## config.mk

```make
export PLATFORM = sky130hd
export DESIGN_NAME = registerFile
export DESIGN_NICKNAME = d
export VERILOG_FILES = /design/src/design/isaPkg.sv /design/src/design/corePkg.sv /design/src/design/registerFile.sv
export SDC_FILE = /design/constraint.sdc
export NUM_CORES = 2
export LEC_CHECK = 0
export ABC_AREA = 1
export BUFFER_PORTS_ARGS = -buffer_cell sky130_fd_sc_hd__buf_2
export CORE_MARGIN = 4
export CORE_UTILIZATION = 35
export DETAILED_ROUTE_END_ITERATION = 8
export PLACE_DENSITY_LB_ADDON = 0.1
export SETUP_SLACK_MARGIN = 0.15
export SLEW_MARGIN = 20
export SYNTH_ARGS = -nofsm -noshare
export SYNTH_HDL_FRONTEND = slang
export SYNTH_SLANG_ARGS = --single-unit
```

## constraint.sdc

```tcl
create_clock -name CLK -period 3.5 [get_ports CLK]
set_clock_uncertainty 0.1 [all_clocks]
set_input_delay 0.7 -clock CLK [delete_from_list [all_inputs] [get_ports CLK]]
set_output_delay 0.7 -clock CLK [all_outputs]
set_load 0.01 [all_outputs]
```

## src/design/isaPkg.sv

```systemverilog
package isaPkg;

    // Field widths
    localparam int opcodeW = 7;
    localparam int funct3W = 3;
    localparam int funct7W = 7;

    // Major opcodes of the supported subset
    localparam logic [opcodeW-1:0] opOp     = 7'b0110011; // R-type ALU
    localparam logic [opcodeW-1:0] opOpImm  = 7'b0010011; // I-type ALU
    localparam logic [opcodeW-1:0] opLoad   = 7'b0000011;
    localparam logic [opcodeW-1:0] opStore  = 7'b0100011;
    localparam logic [opcodeW-1:0] opBranch = 7'b1100011;

    // funct3 codes
    localparam logic [funct3W-1:0] f3AddSub = 3'b000; // Also beq and addi
    localparam logic [funct3W-1:0] f3Slt    = 3'b010;
    localparam logic [funct3W-1:0] f3Or     = 3'b110;
    localparam logic [funct3W-1:0] f3And    = 3'b111;

    // funct7 codes
    localparam logic [funct7W-1:0] f7Base = 7'b0000000;
    localparam logic [funct7W-1:0] f7Alt  = 7'b0100000; // Selects sub

    // Register and funct field positions (lsb)
    localparam int opcodeLsb = 0;
    localparam int rdLsb     = 7;
    localparam int funct3Lsb = 12;
    localparam int rs1Lsb    = 15;
    localparam int rs2Lsb    = 20;
    localparam int funct7Lsb = 25;

    // Immediate slices
    localparam int immIPos    = 20; // imm[11:0]
    localparam int immSLoPos  = 7;  // imm[4:0] of S-type
    localparam int immSHiPos  = 25; // imm[11:5] of S-type
    localparam int immBLoPos  = 8;  // imm[4:1] of B-type
    localparam int immBMidPos = 25; // imm[10:5] of B-type
    localparam int immB11Pos  = 7;  // imm[11] of B-type
    localparam int signPos    = 31; // Sign bit of every immediate

    // ALU operations
    typedef enum logic [2:0] {
        aluAdd = 3'd0,
        aluSub = 3'd1,
        aluAnd = 3'd2,
        aluOr  = 3'd3,
        aluSlt = 3'd4
    } aluOpT;

endpackage

```

## src/design/corePkg.sv

```systemverilog
package corePkg;
    import isaPkg::*;

    // Datapath and storage sizes
    localparam int xlen      = 32;
    localparam int regAddrW  = 5;
    localparam int imemDepth = 256; // Words
    localparam int dmemDepth = 256; // Words
    localparam int imemAddrW = $clog2(imemDepth);
    localparam int dmemAddrW = $clog2(dmemDepth);

    localparam logic [xlen-1:0] pcResetValue = '0;

    // Decoded control for one instruction
    typedef struct packed {
        logic                regWrite;
        logic                aluSrcImm; // Operand B from imm
        logic                memWrite;
        logic                memToReg;  // Write back load data
        logic                branch;
        aluOpT               aluOp;
        logic [xlen-1:0]     imm;       // Sign extended, B-type pre-shifted
        logic [regAddrW-1:0] rs1;
        logic [regAddrW-1:0] rs2;
        logic [regAddrW-1:0] rd;
    } ctrlT;

    // One committed instruction
    typedef struct packed {
        logic                valid;
        logic [xlen-1:0]     pc;
        logic [xlen-1:0]     inst;
        logic                regWe;
        logic [regAddrW-1:0] rd;
        logic [xlen-1:0]     wdata;
        logic                memWe;
        logic [xlen-1:0]     memAddr;
        logic [xlen-1:0]     memData;
    } retireT;

endpackage

```

## src/design/registerFile.sv

```systemverilog
`timescale 1ns/1ps

module registerFile (
    input  logic                         CLK,
    input  logic                         arstN,
    input  logic [corePkg::regAddrW-1:0] rs1,
    input  logic [corePkg::regAddrW-1:0] rs2,
    input  logic [corePkg::regAddrW-1:0] rd,
    input  logic                         we,
    input  logic [corePkg::xlen-1:0]     wdata,
    output logic [corePkg::xlen-1:0]     rd1,
    output logic [corePkg::xlen-1:0]     rd2
);
    import corePkg::*;

    // x1..x31 only, x0 has no storage
    logic [xlen-1:0] regs [1:31];

    always_ff @(posedge CLK or negedge arstN) begin
        if (!arstN) begin
            for (int i = 1; i < 32; i++) begin
                regs[i] <= '0;
            end
        end else if (we && rd != '0) begin
            regs[rd] <= wdata;
        end
    end

    // Asynchronous reads
    assign rd1 = (rs1 == '0) ? '0 : regs[rs1];
    assign rd2 = (rs2 == '0) ? '0 : regs[rs2];

endmodule

```

==> flow_summary.json <==
{
  "dp_cells": 11200,
  "post-route-min-period_ps": 3290,
  "dieArea_sq_mm": 0.174,
  "synth_top_family_by_area": "simple AND/OR/NAND/NOR gates",
  "hp-class": "in2reg",
  "worstPathMaxFanout": 43,
  "crit_path_end_kind": "output pin",
  "grt.total_usage_pct": 31.0,
  "required_ps": 2700,
  "routed-via-count": 60600,
  "vias_per_cell": 5.30,
  "drive_gt1_share_pct": 7.42,
  "post-route-period-util_pct": 94.1,
  "p_total_mw": 36.3,
  "r2r-start": "regs[198]",
  "min_path_cells": 3,
  "clock_sinks": 992,
  "synth.largest_area_cell": "dfrtp_1",
  "clkTransAtPathRegs_ps": 60,
  "cap_violations": 0,
  "ys_seq_area_share_pct": 42.5,
  "dr_wl_met2_um": 127000,
  "top_layer": "met4",
  "die_width_um": 417,
  "grt_pass1_wl_um": 401000,
  "largest_reg_flops": 992,
  "fp.coreArea_sq_mm": 0.166,
  "slew_headroom_pct": 20.6,
  "synth_top_area_share_pct": 42.5,
  "route.detailed.drc": 0,
  "synthesis.instances": 9244,
  "yosysWarnings": 0,
  "yosys.area_share.simple_pct": 40.6,
  "top_regs": "regs: 992 flops",
  "portBuffers": 113,
  "power.density_mw_per_mm2": 536,
  "synth_fa_ha_area_share_pct": 0,
  "io_pins": 114,
  "cts_tree": "built",
  "max_flop_register": "regs",
  "cts_buffer_depth": 3,
  "hold_viol": 0,
  "wl_met1_um": 114000,
  "syn_to_final_growth_pct": 15.9,
  "dr.pass1.iters": 6,
  "ys_ff_latch": 992,
  "muxShareOfSynthArea_pct": 0,
  "setup_viol": 0,
  "nNetsFinal": 9173,
  "synth.area.top_cells": "dfrtp_1 (42%), nand2_1 (29%), nand3_1 (9.9%)",
  "reg2reg_to": "regs[198]",
  "final_core_util_pct": 40.9,
  "wirelength_um": 276000,
  "critPathLaunchType": "primary input",
  "gp_congestion": 0.861,
  "die_h_um": 417,
  "ir_drop_v": 0.000432,
  "syn-num-nets": 9294,
  "final_cells": 11400,
  "rr_worst_depth": 2,
  "regToRegSetupSlack_ps": 2640,
  "hold_start": "wdata[16]",
  "path_class": "in2out",
  "rsz0062_at_grt": "yes",
  "clk_latency_ps": 760,
  "final-seq-area_sq_mm": 0.0248,
  "h-tree-depth": 3,
  "most-common-layout-cells": "nand2_1 (4554), nand3_1 (1152), dfrtp_1 (992)",
  "gr-total-overflow": 0,
  "synth-xor-area-share_pct": 0,
  "antenna_found_initial": 24,
  "rows": 149,
  "layout_commonest_cell": "nand2_1",
  "status": "finished clean",
  "worst_pin_slew_ps": 1190,
  "start_util_pct": 35.3,
  "fin_tns_setup_ps": 0,
  "wl_per_cell_um": 24.1,
  "grt_max_degree": 102,
  "met3_length_um": 20000,
  "cts_buffers": 121,
  "maxClockFrequency_ghz": 0.304,
  "first_global_vias": 57200,
  "dpl.hpwl_um": 160000,
  "p_leak_nw": 35.8,
  "postRouteAntennaNets": 0,
  "syn_area_sq_mm": 0.0585,
  "drv_slew": 0,
  "multiInputGateArea_sq_mm": 0.0281,
  "synth_compound_area_share_pct": 6.88,
  "avgSynthCellArea_sq_um": 6.32,
  "worstPathArrival_ps": 2490,
  "nFillCells": 17600,
  "drtIter0Drc": 6836,
  "cts_root_buffer": "clkbuf_16",
  "worstHoldEndpoint": "regs[16]",
  "synth_cell_types": 15
}
[cell type report]
| cell class | count | share of cell area [%] |
|---|---|---|
| antenna | 14 | 0.0517 |
| clock buffer | 186 | 5.48 |
| tap | 2189 | 4.04 |
| clock inverter | 43 | 0.639 |
| multi-input combinational | 6737 | 41.4 |
| timing repair buffer | 412 | 6.90 |
| sequential | 992 | 36.6 |
| inverter | 859 | 4.82 |
[worst max-delay path, cell delays in order]
cell	delay, ps
buf_8	150
inv_8	110
nor2_4	170
buf_12	310
buf_4	290
nand2_1	80
nand3_1	80
nand3_1	100
nand3_1	100
nand2_1	130
buf_2	170
[through the flow]
| step | hold WS [ps] | cell area [sq um] | worst slack [ps] |
|---|---|---|---|
| floorplan | 304 | 58500 | 715 |
| global placement | 354 | 63500 | 189 |
| detailed placement | 358 | 63500 | 189 |
| CTS | 142 | 67600 | 192 |
| global route | 179 | 67800 | 145 |
| finish | 205 | 67800 | 206 |
[Yosys cell counts, drive strengths merged]
| library cell | instances |
|---|---|
| a21oi | 219 |
| buf | 211 |
| clkbuf | 445 |
| dfrtp | 992 |
| inv | 859 |
| nand2 | 4578 |
| nand3 | 1156 |
| nor2 | 192 |
| nor3 | 7 |
| o21ai | 585 |
[routing by layer]
layer / GRT usage [%] / up-vias
li1: - / 28200
met1: 40.5 / 29100
met2: 51.1 / 2655
met3: 4.59 / 596
met4: 13.9 / 0
met5: 0 / -
[power breakdown]
part	total (mW)	leakage, nW	internal [mW]	switching (mW)
clock network	13.2	2.05	7.71	5.51
logic	7.78	21.0	2.76	5.02
registers	15.3	12.8	13.7	1.66
[kinds of logic (layout without fill, tap and decap cells)]
logic type | after synthesis | after routing
and+or+nand+nor | 5933 | 5933
buffers and inverters | 1515 | 1500
DFF | 992 | 992
AOI/OAI and AO/OA | 804 | 804
other | 0 | 14
[worst max path at each step]
stage	to	cells after the start	slack (ps)	from
after floorplan	rd1[5]	12	720	rs1[0]
after CTS	rd1[1]	13	190	rs1[0]
after global routing	rd1[8]	15	140	rs1[0]
after detailed placement	rd1[1]	13	190	rs1[0]
after global placement	rd1[12]	16	190	rs1[0]
final	rd2[9]	11	210	rs2[0]
[repair_timing]
action,in CTS,in global routing
setup buffers,0,1
hold endpoints to repair,34,0
hold buffers,1,0
resized for setup,0,10
endpoints found under the setup margin,0,13
(Power assumes the default switching activity.)
