## config.mk

```make
export PLATFORM = sky130hd
export DESIGN_NAME = alu
export DESIGN_NICKNAME = d
export VERILOG_FILES = /design/src/design/isaPkg.sv /design/src/design/corePkg.sv /design/src/design/alu.sv
export SDC_FILE = /design/constraint.sdc
export NUM_CORES = 1
export LEC_CHECK = 0
export BUFFER_PORTS_ARGS = -buffer_cell sky130_fd_sc_hd__buf_2
export CAP_MARGIN = 20
export CORE_ASPECT_RATIO = 0.5
export CORE_MARGIN = 2
export CORE_UTILIZATION = 25
export DETAILED_ROUTE_END_ITERATION = 16
export PLACE_DENSITY = 0.47
export SLEW_MARGIN = 20
export SYNTH_ARGS = -nofsm -noshare
export SYNTH_HDL_FRONTEND = slang
export SYNTH_SLANG_ARGS = --single-unit
```

## constraint.sdc

```tcl
create_clock -name vclk -period 6.6
set_input_delay 0.66 -clock vclk [all_inputs]
set_output_delay 0.66 -clock vclk [all_outputs]
set_load 0.02 [all_outputs]
```

## src/design/isaPkg.sv

```systemverilog
package isaPkg;

    // Field widths
    localparam int opcodeW = 7;
    localparam int funct3W = 3;
    localparam int funct7W = 7;

    // Major opcodes of the supported subset
    localparam logic [opcodeW-1:0] opOp     = 7'b0110011; // R-type ALU
    localparam logic [opcodeW-1:0] opOpImm  = 7'b0010011; // I-type ALU
    localparam logic [opcodeW-1:0] opLoad   = 7'b0000011;
    localparam logic [opcodeW-1:0] opStore  = 7'b0100011;
    localparam logic [opcodeW-1:0] opBranch = 7'b1100011;

    // funct3 codes
    localparam logic [funct3W-1:0] f3AddSub = 3'b000; // Also beq and addi
    localparam logic [funct3W-1:0] f3Slt    = 3'b010;
    localparam logic [funct3W-1:0] f3Or     = 3'b110;
    localparam logic [funct3W-1:0] f3And    = 3'b111;

    // funct7 codes
    localparam logic [funct7W-1:0] f7Base = 7'b0000000;
    localparam logic [funct7W-1:0] f7Alt  = 7'b0100000; // Selects sub

    // Register and funct field positions (lsb)
    localparam int opcodeLsb = 0;
    localparam int rdLsb     = 7;
    localparam int funct3Lsb = 12;
    localparam int rs1Lsb    = 15;
    localparam int rs2Lsb    = 20;
    localparam int funct7Lsb = 25;

    // Immediate slices
    localparam int immIPos    = 20; // imm[11:0]
    localparam int immSLoPos  = 7;  // imm[4:0] of S-type
    localparam int immSHiPos  = 25; // imm[11:5] of S-type
    localparam int immBLoPos  = 8;  // imm[4:1] of B-type
    localparam int immBMidPos = 25; // imm[10:5] of B-type
    localparam int immB11Pos  = 7;  // imm[11] of B-type
    localparam int signPos    = 31; // Sign bit of every immediate

    // ALU operations
    typedef enum logic [2:0] {
        aluAdd = 3'd0,
        aluSub = 3'd1,
        aluAnd = 3'd2,
        aluOr  = 3'd3,
        aluSlt = 3'd4
    } aluOpT;

endpackage

```

## src/design/corePkg.sv

```systemverilog
package corePkg;
    import isaPkg::*;

    // Datapath and storage sizes
    localparam int xlen      = 32;
    localparam int regAddrW  = 5;
    localparam int imemDepth = 256; // Words
    localparam int dmemDepth = 256; // Words
    localparam int imemAddrW = $clog2(imemDepth);
    localparam int dmemAddrW = $clog2(dmemDepth);

    localparam logic [xlen-1:0] pcResetValue = '0;

    // Decoded control for one instruction
    typedef struct packed {
        logic                regWrite;
        logic                aluSrcImm; // Operand B from imm
        logic                memWrite;
        logic                memToReg;  // Write back load data
        logic                branch;
        aluOpT               aluOp;
        logic [xlen-1:0]     imm;       // Sign extended, B-type pre-shifted
        logic [regAddrW-1:0] rs1;
        logic [regAddrW-1:0] rs2;
        logic [regAddrW-1:0] rd;
    } ctrlT;

    // One committed instruction
    typedef struct packed {
        logic                valid;
        logic [xlen-1:0]     pc;
        logic [xlen-1:0]     inst;
        logic                regWe;
        logic [regAddrW-1:0] rd;
        logic [xlen-1:0]     wdata;
        logic                memWe;
        logic [xlen-1:0]     memAddr;
        logic [xlen-1:0]     memData;
    } retireT;

endpackage

```

## src/design/alu.sv

```systemverilog
`timescale 1ns/1ps

module alu (
    input  logic [corePkg::xlen-1:0] rd1,
    input  logic [corePkg::xlen-1:0] rd2,
    input  logic [corePkg::xlen-1:0] imm,
    input  logic                     aluSrcImm,
    input  isaPkg::aluOpT            aluOp,
    input  logic                     branch,
    output logic [corePkg::xlen-1:0] result,
    output logic                     takeBranch
);
    import isaPkg::*;
    import corePkg::*;

    logic [xlen-1:0] operandB;

    assign operandB = aluSrcImm ? imm : rd2; // Immediate or rs2

    always_comb begin
        case (aluOp)
            aluAdd:  result = rd1 + operandB;
            aluSub:  result = rd1 - operandB;
            aluAnd:  result = rd1 & operandB;
            aluOr:   result = rd1 | operandB;
            aluSlt:  result = {{(xlen-1){1'b0}}, $signed(rd1) < $signed(operandB)};
            default: result = '0;
        endcase
    end

    // beq taken when the subtraction is zero
    assign takeBranch = branch & (result == '0);

endmodule

```

==> run metrics <==
gr usage total=18.3%; Hold Path Origin=aluOp[2]; hpwl dp=18900 µm; Critical-path top delay cell=or4bb_1; Via density=5.30; setup TNS=0 ns; # IOs=134; Worst EP arrival=5.49 ns; DRT Wirelength=22800 µm; Internal Pwr Total=0.000249 W; Final Hold Fails=0; Syn Area/Cell=6.74 µm²; pwr dens=104 nW/µm²; Die Ht=111 µm; vias in the first global route=6355; LEAKAGE=3.29 nW; sequential share of power=0%; GRT overflow=0; Worst Hold Class=in2out; run status=finished, final reports clean; sequential element share of the synthesized area=0%; number of placement rows=39; crit end category=output pin; Initial DRT Pass Iterations=5; WS Path Type=in2out; core area=22700 µm²; cell area after synthesis=5740 µm²; worst slew pin tran=0.862 ns; die area=24300 µm²; CP Launch Type=input port; period utilisation layout=93.2%; post-route cell area=6630 µm²; largest fanout on the critical path=8; routability cong.=0.884; # clk buffers=0; Max IR drop VDD=0.0236 mV; initial antenna violation count=1; RSZ-0062 raised after global routing=false; fraction of layout cells with a size suffix above 1=17.5%; critical path required time=5.94 ns; max-cap viol count=0; Die W=218 µm; initial cell density of the core=25.3%; Avg WL per Cell=18.2 µm; final core utilization=29.2%; Tot Pwr=0.000690 W; # setup viols final=0; Clock power frac=0%; Seq Cell Count=0; Area after DPL=6630 µm²; Slew HR=41.8%; synthesized net count=1060; Hold Path Sink=result[1]; Comb pwr share=100.0%; fill cell count=2520; fin worst setup slack=0.452 ns; synth unique cells=77; sw frac=63.9%; worst slack at placement=0.149 ns; number of routed nets with antenna violations=0; slowest cell delay on critical path=0.55 ns; Synth-to-Final Area Change=15.6%; hold-fix buffers at CTS=0; Max Slew Vio Count=0; register area=0 µm²; Mapped Cells=851; first-pass GRT wire length=35700 µm; FMAX=163 MHz; Tmin final=6.15 ns; DR vias=6658; number of I/O port buffers=134; WHS Path Cells=3; drc violations=0; NetSw=0.000441 W; 1st-iter DRT viols=514; Cell Chain, Critical Path=buf_2, mux2i_1, inv_1, ha_1, fa_1, or2_2, a211oi_1, nor4_1, o21a_1, a21o_1, a2111oi_2, o31ai_1, or4bb_1, nor4_1, nand4b_1, nor2_1, buf_2; nets@finish=1160; Syn. warnings=0; antenna fix cells=0; largest net degree at the start of global routing=50
## worst max-delay path, delay by kind of cell
kind            cells  cell delay, ns
simple gates        6            1.75
compound gates      5            1.57
fa+ha+maj           2            0.66
buf+inv             3            0.53
mux                 1            0.28
## layer usage
metal / track usage (%) / vias to the layer above / share of wire [%]
li1: - / 3252 / -
met1: 27.9 / 3173 / 49
met2: 29.0 / 217 / 44
met3: 0.960 / 14 / 5.6
met4: 1.41 / 2 / 0.77
met5: 0 / - / 0.048
## how the worst max path moves through the flow
stage / from / endpoint / cells past startpoint
2_1_floorplan: aluSrcImm / takeBranch / 17
3_3_place_gp: aluSrcImm / takeBranch / 17
3_5_place_dp: aluSrcImm / takeBranch / 17
4_1_cts: aluSrcImm / takeBranch / 17
5_1_grt: aluSrcImm / takeBranch / 17
6_report: aluSrcImm / takeBranch / 17
## metrics by stage
stage | std cells | hold WS, ns
2_1_floorplan | 851 | 1.57
3_3_place_gp | 1256 | 1.77
3_5_place_dp | 1256 | 1.78
4_1_cts | 1256 | 1.78
5_1_grt | 1256 | 1.83
6_report | 1256 | 1.77
## synth_stat cells, drive strengths merged (11+ instances only)
master	number	area, µm²
a211oi	14	105
a21o	15	113
a21oi	78	390
a31oi	11	68.8
buf	18	135
clkbuf	29	113
ha	106	1330
inv	102	383
mux2i	38	380
nand2	70	263
nand3	16	80.1
nor2	66	250
nor3	15	80.1
o211ai	22	165
o21a	17	128
o21ai	51	255
xnor2	14	123
## power groups by stage
| stage | sequential [W] | combinational, W | clock, W |
|---|---|---|---|
| floorplan | 0 | 0.000471 | 0 |
| global placement | 0 | 0.000680 | 0 |
| detailed placement | 0 | 0.000680 | 0 |
| CTS | 0 | 0.000683 | 0 |
| global route | 0 | 0.000758 | 0 |
| finish | 0 | 0.000690 | 0 |
## logic make-up after synthesis
| kind of cell | after synthesis | synth area share (%) |
|---|---|---|
| compound gates | 294 | 34.5 |
| simple gates | 239 | 20.3 |
| buf+inv | 151 | 11.2 |
| fa+ha+maj | 108 | 23.8 |
| mux | 42 | 7.61 |
| xor+xnor | 17 | 2.59 |
## layout make-up
| class | instances | area (µm²) | share of cell area (%) |
|---|---|---|---|
| repair buffers | 146 | 761 | 11.5 |
| inverters | 103 | 387 | 5.83 |
| well taps | 307 | 384 | 5.79 |
| multi-input cells | 700 | 5100 | 76.9 |
## layout by cell type (no fill, tap or decap), types with 5 or more instances in the layout
| cell | synthesis | final |
|---|---|---|
| a211oi_1 | 14 | 14 |
| nand3_1 | 16 | 16 |
| inv_1 | 102 | 102 |
| or3_1 | 9 | 9 |
| and2_1 | 5 | 5 |
| nand2_1 | 70 | 70 |
| a31oi_1 | 11 | 11 |
| mux2i_1 | 38 | 38 |
| o21ai_0 | 50 | 50 |
| nand4_1 | 8 | 8 |
| o21bai_1 | 8 | 8 |
| a21o_1 | 15 | 15 |
| nand2b_1 | 6 | 6 |
| and3_1 | 6 | 6 |
| a21oi_1 | 78 | 78 |
| o22ai_1 | 6 | 6 |
| o221ai_1 | 5 | 5 |
| nor4_1 | 8 | 8 |
| o211ai_1 | 22 | 22 |
| buf_2 | 3 | 134 |
| o2111ai_1 | 5 | 5 |
| xnor2_1 | 14 | 14 |
| nor3_1 | 14 | 14 |
| buf_4 | 1 | 12 |
| o31ai_1 | 10 | 10 |
| nor2b_1 | 9 | 9 |
| o21a_1 | 17 | 17 |
| nor2_1 | 65 | 65 |
| ha_1 | 106 | 106 |
## timing repair
| item | in CTS | in global routing |
|---|---|---|
| setup buffers | 0 | 0 |
| endpoints found under the setup margin | 0 | 1 |
| resized for setup | 0 | 2 |
No activity file was read; power rests on OpenSTA's default activity.
