$ cat src/design/isaPkg.sv
package isaPkg;

    // Field widths
    localparam int opcodeW = 7;
    localparam int funct3W = 3;
    localparam int funct7W = 7;

    // Major opcodes of the supported subset
    localparam logic [opcodeW-1:0] opOp     = 7'b0110011; // R-type ALU
    localparam logic [opcodeW-1:0] opOpImm  = 7'b0010011; // I-type ALU
    localparam logic [opcodeW-1:0] opLoad   = 7'b0000011;
    localparam logic [opcodeW-1:0] opStore  = 7'b0100011;
    localparam logic [opcodeW-1:0] opBranch = 7'b1100011;

    // funct3 codes
    localparam logic [funct3W-1:0] f3AddSub = 3'b000; // Also beq and addi
    localparam logic [funct3W-1:0] f3Slt    = 3'b010;
    localparam logic [funct3W-1:0] f3Or     = 3'b110;
    localparam logic [funct3W-1:0] f3And    = 3'b111;

    // funct7 codes
    localparam logic [funct7W-1:0] f7Base = 7'b0000000;
    localparam logic [funct7W-1:0] f7Alt  = 7'b0100000; // Selects sub

    // Register and funct field positions (lsb)
    localparam int opcodeLsb = 0;
    localparam int rdLsb     = 7;
    localparam int funct3Lsb = 12;
    localparam int rs1Lsb    = 15;
    localparam int rs2Lsb    = 20;
    localparam int funct7Lsb = 25;

    // Immediate slices
    localparam int immIPos    = 20; // imm[11:0]
    localparam int immSLoPos  = 7;  // imm[4:0] of S-type
    localparam int immSHiPos  = 25; // imm[11:5] of S-type
    localparam int immBLoPos  = 8;  // imm[4:1] of B-type
    localparam int immBMidPos = 25; // imm[10:5] of B-type
    localparam int immB11Pos  = 7;  // imm[11] of B-type
    localparam int signPos    = 31; // Sign bit of every immediate

    // ALU operations
    typedef enum logic [2:0] {
        aluAdd = 3'd0,
        aluSub = 3'd1,
        aluAnd = 3'd2,
        aluOr  = 3'd3,
        aluSlt = 3'd4
    } aluOpT;

endpackage

$ cat src/design/corePkg.sv
package corePkg;
    import isaPkg::*;

    // Datapath and storage sizes
    localparam int xlen      = 32;
    localparam int regAddrW  = 5;
    localparam int imemDepth = 256; // Words
    localparam int dmemDepth = 256; // Words
    localparam int imemAddrW = $clog2(imemDepth);
    localparam int dmemAddrW = $clog2(dmemDepth);

    localparam logic [xlen-1:0] pcResetValue = '0;

    // Decoded control for one instruction
    typedef struct packed {
        logic                regWrite;
        logic                aluSrcImm; // Operand B from imm
        logic                memWrite;
        logic                memToReg;  // Write back load data
        logic                branch;
        aluOpT               aluOp;
        logic [xlen-1:0]     imm;       // Sign extended, B-type pre-shifted
        logic [regAddrW-1:0] rs1;
        logic [regAddrW-1:0] rs2;
        logic [regAddrW-1:0] rd;
    } ctrlT;

    // One committed instruction
    typedef struct packed {
        logic                valid;
        logic [xlen-1:0]     pc;
        logic [xlen-1:0]     inst;
        logic                regWe;
        logic [regAddrW-1:0] rd;
        logic [xlen-1:0]     wdata;
        logic                memWe;
        logic [xlen-1:0]     memAddr;
        logic [xlen-1:0]     memData;
    } retireT;

endpackage

$ cat src/design/decodeUnit.sv
`timescale 1ns/1ps

module decodeUnit (
    input  logic [corePkg::xlen-1:0] inst,
    output corePkg::ctrlT            ctrl
);
    import isaPkg::*;
    import corePkg::*;

    logic [opcodeW-1:0] opcode;
    logic [funct3W-1:0] funct3;
    logic [funct7W-1:0] funct7;
    logic [xlen-1:0]    immI;
    logic [xlen-1:0]    immS;
    logic [xlen-1:0]    immB;

    assign opcode = inst[opcodeLsb +: opcodeW];
    assign funct3 = inst[funct3Lsb +: funct3W];
    assign funct7 = inst[funct7Lsb +: funct7W];

    // Sign-extended immediates
    assign immI = {{(xlen-12){inst[signPos]}}, inst[immIPos +: 12]};
    assign immS = {{(xlen-12){inst[signPos]}}, inst[immSHiPos +: 7], inst[immSLoPos +: 5]};
    assign immB = {{(xlen-12){inst[signPos]}}, inst[immB11Pos], inst[immBMidPos +: 6],
                   inst[immBLoPos +: 4], 1'b0}; // Bit 0 always zero

    always_comb begin
        ctrl       = '0;  // No-op unless decoded below
        ctrl.rs1   = inst[rs1Lsb +: regAddrW];
        ctrl.rs2   = inst[rs2Lsb +: regAddrW];
        ctrl.rd    = inst[rdLsb +: regAddrW];
        ctrl.aluOp = aluAdd;

        case (opcode)
            opOp: begin
                ctrl.regWrite = 1'b1;
                // ALU control from funct7 and funct3
                case ({funct7, funct3})
                    {f7Base, f3AddSub}: ctrl.aluOp = aluAdd;
                    {f7Alt, f3AddSub}:  ctrl.aluOp = aluSub;
                    {f7Base, f3And}:    ctrl.aluOp = aluAnd;
                    {f7Base, f3Or}:     ctrl.aluOp = aluOr;
                    {f7Base, f3Slt}:    ctrl.aluOp = aluSlt;
                    default:            ctrl.regWrite = 1'b0; // Unsupported R-type
                endcase
            end
            opOpImm: begin
                ctrl.regWrite  = (funct3 == f3AddSub); // addi only
                ctrl.aluSrcImm = 1'b1;
                ctrl.imm       = immI;
            end
            opLoad: begin
                ctrl.regWrite  = 1'b1;
                ctrl.aluSrcImm = 1'b1; // Base plus offset
                ctrl.memToReg  = 1'b1;
                ctrl.imm       = immI;
            end
            opStore: begin
                ctrl.memWrite  = 1'b1;
                ctrl.aluSrcImm = 1'b1;
                ctrl.imm       = immS;
            end
            opBranch: begin
                ctrl.branch = 1'b1;
                ctrl.aluOp  = aluSub; // Equality via zero result
                ctrl.imm    = immB;
            end
            default: begin
                ctrl.regWrite = 1'b0; // Unknown opcode
            end
        endcase
    end

endmodule

$ cat config.mk
export PLATFORM = sky130hd
export DESIGN_NAME = decodeUnit
export DESIGN_NICKNAME = d
export VERILOG_FILES = /design/src/design/isaPkg.sv /design/src/design/corePkg.sv /design/src/design/decodeUnit.sv
export SDC_FILE = /design/constraint.sdc
export NUM_CORES = 1
export LEC_CHECK = 0
export BUFFER_PORTS_ARGS = -buffer_cell sky130_fd_sc_hd__buf_2
export CAP_MARGIN = 20
export CORE_MARGIN = 2
export CORE_UTILIZATION = 24
export DETAILED_ROUTE_END_ITERATION = 16
export GPL_ROUTABILITY_DRIVEN = 0
export PLACE_DENSITY_LB_ADDON = 0.08
export SLEW_MARGIN = 10
export SYNTH_ARGS = -nofsm -noshare
export SYNTH_HDL_FRONTEND = slang
export SYNTH_SLANG_ARGS = --single-unit
$ cat constraint.sdc
create_clock -name vclk -period 1.7
set_input_delay 0.085 -clock vclk [all_inputs]
set_output_delay 0.085 -clock vclk [all_outputs]
set_load 0.005 [all_outputs]
==> results.py, run 1 <==
metrics = {
    "status": {
        "outcome": "finished, final reports clean",
    },
    "grt": {
        "grt_use_met2": 0.1934,
        "grt_max_degree": 21,
        "grt_pass1_vias": 495,
        "grt-ovfl-total": 0,
        "met1_usage": 0.1014,
        "grt_pass1_wl_um": 2070,
        "top_usage_layer": "met2",
        "use_met3": 0.008475,
        "grt_antenna_before_repair": 0,
        "track_usage": 0.09251,
    },
    "timing": {
        "fmax_mhz": 675.7,
        "drv_slew": 0,
        "tns_ns": 0,
        "finalHoldViolCount": 0,
        "whs_ns": 0.1700,
        "rsz0062_at_grt": "false",
        "fin_crit_sh": 0.8706,
        "setup_viol": 0,
        "tightest_slew_ns": 0.4711,
        "fin_crit_ns": 1.480,
        "maxSlewHeadroom": 0.6848,
    },
    "yosys": {
        "yosysTopAreaCell": "buf_4",
        "seq_area_frac_synth": 0,
        "synth.most_common_cell": "buf_4",
        "yosysWarnings": 0,
        "syn_inst": 74,
        "syn_nets": 106,
        "synth_area_leaders": "buf_4 44%, a22o_1 9.0%, nor2b_1 8.6%, nand4bb_4 4.7%, nor4_4 3.7%",
        "ys_types": 22,
        "synthesis.area_um2": 581.8,
        "synth_common_cells": "34 x buf_4, 8 x nor2b_1, 6 x a22o_1",
        "synth_top_area_frac": 0.4387,
        "syn_area_per_cell_um2": 7.862,
    },
    "worst_hold_path": {
        "min_to": "ctrl[10]",
        "min_path_type": "in2out",
        "hold_start": "inst[15]",
        "hold_depth": 0,
    },
    "route": {
        "vias": 636,
        "finalWirelength_um": 1534,
        "viasPerCell": 4.297,
        "antenna_left": 0,
        "first_pass_iters": 2,
        "wl_per_cell_um": 10.36,
        "drc": 0,
        "drtIter0Drc": 1,
    },
    "die": {
        "dieArea_um2": 2834,
        "start_util": 0.2580,
        "die_y_um": 53.24,
        "pin_count": 87,
        "core_area_um2": 2255,
        "num_rows": 17,
        "die-width_um": 53.24,
    },
    "power_and_ir_drop": {
        "power.density_nw_per_um2": 127.8,
        "total_power_mw": 0.09863,
        "vdd_drop_max_v": 0.00005675,
        "cellLeakagePower_nw": 0.4956,
    },
    "worst_setup_path": {
        "arrival_ns": 1.39,
        "worstSetupPathType": "in2out",
        "required_ns": 1.62,
        "cp-start-kind": "primary input",
        "cp_max_fo": 3,
        "endpoint_kind": "output port",
    },
    "cells_and_area": {
        "layout-drive-gt1-share": 0.7583,
        "insertedDiodeCount": 0,
        "clock_buffers": 0,
        "area_growth_syn_to_layout_pct": 32.69,
        "fin_util": 0.3424,
        "register_area_um2": 0,
        "finalNetCount": 154,
        "fillers": 260,
        "finalInstanceArea_um2": 772.0,
        "seq_cell_count": 0,
    },
    "placement": {
        "postPlaceCellArea_um2": 772.0,
        "hpwlAfterDp_um": 1355,
        "io_buffer_count": 77,
    },
    "flow_run": {
        "cap_violations": 0,
    },
    "clock_network": {
        "hold_buffers": 0,
        "cts-resized-gates": 0,
        "post_cts_buffers": 0,
    },
}
==> area by class of cell <==
type	instances	area (um2)	area share
Multi-Input combinational cell	39	325.3	0.4214
Timing Repair Buffer	80	407.9	0.5284
Inverter	1	3.754	0.004862
Tap cell	28	35.03	0.04538
==> worst max-delay path by stage <==
stage                        start        to  slack [ns]  depth (start not counted)
after floorplan            inst[2]  ctrl[28]        0.09                          5
after global placement    inst[29]  ctrl[54]        0.20                          6
after detailed placement  inst[29]  ctrl[54]        0.20                          6
after CTS                 inst[29]  ctrl[54]        0.20                          6
after global routing      inst[29]  ctrl[54]        0.12                          6
final                     inst[29]  ctrl[49]        0.22                          6
==> worst max-delay path, cell delays in order <==
cell      delay (ns)
buf_2           0.10
or4_4           0.54
nor4_4          0.22
nand4b_2        0.19
nor3_2          0.13
buf_2           0.13
==> metrics by stage <==
| step | setup slack (ns) | instances |
|---|---|---|
| after floorplan | 0.08828 | 74 |
| after global placement | 0.2012 | 148 |
| after detailed placement | 0.2022 | 148 |
| after CTS | 0.1994 | 148 |
| after global routing | 0.1180 | 148 |
| final | 0.2200 | 148 |
==> layer usage <==
metal	vias to the layer above	share of wire
met2	48	0.49
met3	0	0.15
met5	-	0
met4	0	0
met1	269	0.36
li1	319	-
==> kinds of logic after synthesis <==
logic type / count (synthesis) / synth area share
AO/OA/AOI/OAI: 11 / 0.1656
AND/OR/NAND/NOR: 28 / 0.3893
buffers and inverters: 35 / 0.4451
==> layout by cell type, fill, tap and decap left out, drive strengths merged <==
cell	Yosys	routed
a21oi	3	3
a31o	1	1
nand3b	1	1
nand2	2	2
or3	1	1
a22o	6	6
or4	1	1
nor4b	1	1
nand4b	1	1
nor4	2	2
inv	1	1
buf	34	80
nand4bb	1	1
nor3	3	3
o32ai	1	1
nor3b	1	1
and2	2	2
nor2b	8	8
nor2	4	4
==> where the power goes <==
part           switching (mW)  total [mW]  internal, mW
registers                   0           0             0
logic                  0.0465      0.0986        0.0521
clock network               0           0             0
Note: power is estimated with default switching activity, not from simulation.
==> run 2: changes to the inputs <==
Settings changed: CELL_PAD_IN_SITES_DETAIL_PLACEMENT set to 1, CELL_PAD_IN_SITES_GLOBAL_PLACEMENT set to 2, CORE_UTILIZATION 24 to 11, TNS_END_PERCENT set to 50.
==> results.py, run 2 (synthesis results as in run 1) <==
metrics = {
    "cells_and_area": {
        "mostFrequentLayoutCell": "buf_2",
        "register_area_um2": 0,
        "seq_cell_count": 0,
        "area_growth_syn_to_layout_pct": 41.72,
        "insertedDiodeCount": 0,
        "layout-drive-gt1-share": 0.7583,
        "layout_common_cells": "77 x buf_2, 7 x nor2b_1, 6 x a22o_1, 4 x nor2_1, 3 x buf_4",
        "finalNetCount": 154,
        "clock_buffers": 0,
        "multiInputGateArea_um2": 325.3,
        "fillers": 660,
    },
    "timing": {
        "fin_crit_sh": 0.8887,
        "maxSlewHeadroom": 0.6389,
        "setup_ws_ns": 0.1892,
        "rsz0062_at_grt": "false",
        "setup_viol": 0,
        "tightest_slew_ns": 0.5396,
        "tns_ns": 0,
        "drv_slew": 0,
        "fmax_mhz": 661.9,
        "finalHoldViolCount": 0,
        "fin_crit_ns": 1.511,
    },
    "power_and_ir_drop": {
        "total_power_mw": 0.1025,
        "power.density_nw_per_um2": 124.4,
        "vdd_drop_max_v": 0.00002705,
        "cellLeakagePower_nw": 0.4956,
    },
    "clock_network": {
        "hold_buffers": 0,
        "cts-resized-gates": 0,
        "post_cts_buffers": 0,
    },
    "route": {
        "top_layer": "met3",
        "antenna_left": 0,
        "drc": 0,
        "vias": 660,
        "first_pass_iters": 2,
        "wl_per_cell_um": 11.33,
        "met1_length_um": 828,
        "finalWirelength_um": 2153,
        "met2_length_um": 1097,
        "wl_met3_um": 227,
        "viasPerCell": 3.474,
        "drtIter0Drc": 8,
    },
    "grt": {
        "track_usage": 0.06356,
        "grt_pass1_vias": 671,
        "grt_pass1_wl_um": 3236,
        "grt_antenna_before_repair": 0,
        "grt-ovfl-total": 0,
        "grt_max_degree": 21,
    },
    "placement": {
        "hpwlAfterDp_um": 1941,
        "dp_worst_setup_slack_ns": 0.1563,
        "io_buffer_count": 77,
    },
    "flow_run": {
        "cap_violations": 0,
    },
    "worst_hold_path": {
        "hold_start": "inst[18]",
        "min_path_type": "in2out",
    },
    "die": {
        "dieArea_um2": 5887,
        "pin_count": 87,
        "die-width_um": 76.73,
        "core_area_um2": 5107,
        "start_util": 0.1139,
        "die_y_um": 76.73,
        "num_rows": 26,
    },
    "status": {
        "outcome": "finished, final reports clean",
    },
    "worst_setup_path": {
        "worstSetupPathType": "in2out",
        "endpoint_kind": "output port",
        "required_ns": 1.62,
        "cp_max_fo": 3,
        "arrival_ns": 1.43,
        "cp-start-kind": "primary input",
        "worstSetupStartpoint": "inst[29]",
    },
}
-- run 2: worst paths after layout --
| check | slack, ns | to | cells after the start |
|---|---|---|---|
| max | 0.19 | ctrl[54] | 6 |
| min | 0.17 | ctrl[13] | 0 |
-- run 2: critical path, cell delays in order --
cell,delay [ns]
buf_2,0.10
or4_4,0.54
nor4_4,0.24
nand4b_2,0.20
o32ai_2,0.11
buf_2,0.15
-- run 2: through the flow --
stage	util	std cells	hold slack [ns]	cell area, um2
6_report	0.1614	190	0.1700	824.5
5_1_grt	0.1614	190	0.1700	824.5
4_1_cts	0.1614	190	0.1700	824.5
3_5_place_dp	0.1614	190	0.1700	824.5
3_3_place_gp	0.1614	190	0.1700	824.5
2_1_floorplan	-	74	0.1935	584.3
-- run 2: layer usage --
metal,vias up,GRT usage
met5,-,0
met4,0,0
met3,0,0.01529
met2,41,0.1237
met1,300,0.07381
li1,319,-
-- run 2: final cells by class --
cell class,count,area share
Timing Repair Buffer,80,0.4947
Tap cell,70,0.1062
Multi-Input combinational cell,39,0.3945
Inverter,1,0.004552
-- run 2: where the power goes --
| group | internal, mW | switching, mW | total, mW |
|---|---|---|---|
| clock network | 0 | 0 | 0 |
| logic | 0.0522 | 0.0503 | 0.103 |
| registers | 0 | 0 | 0 |
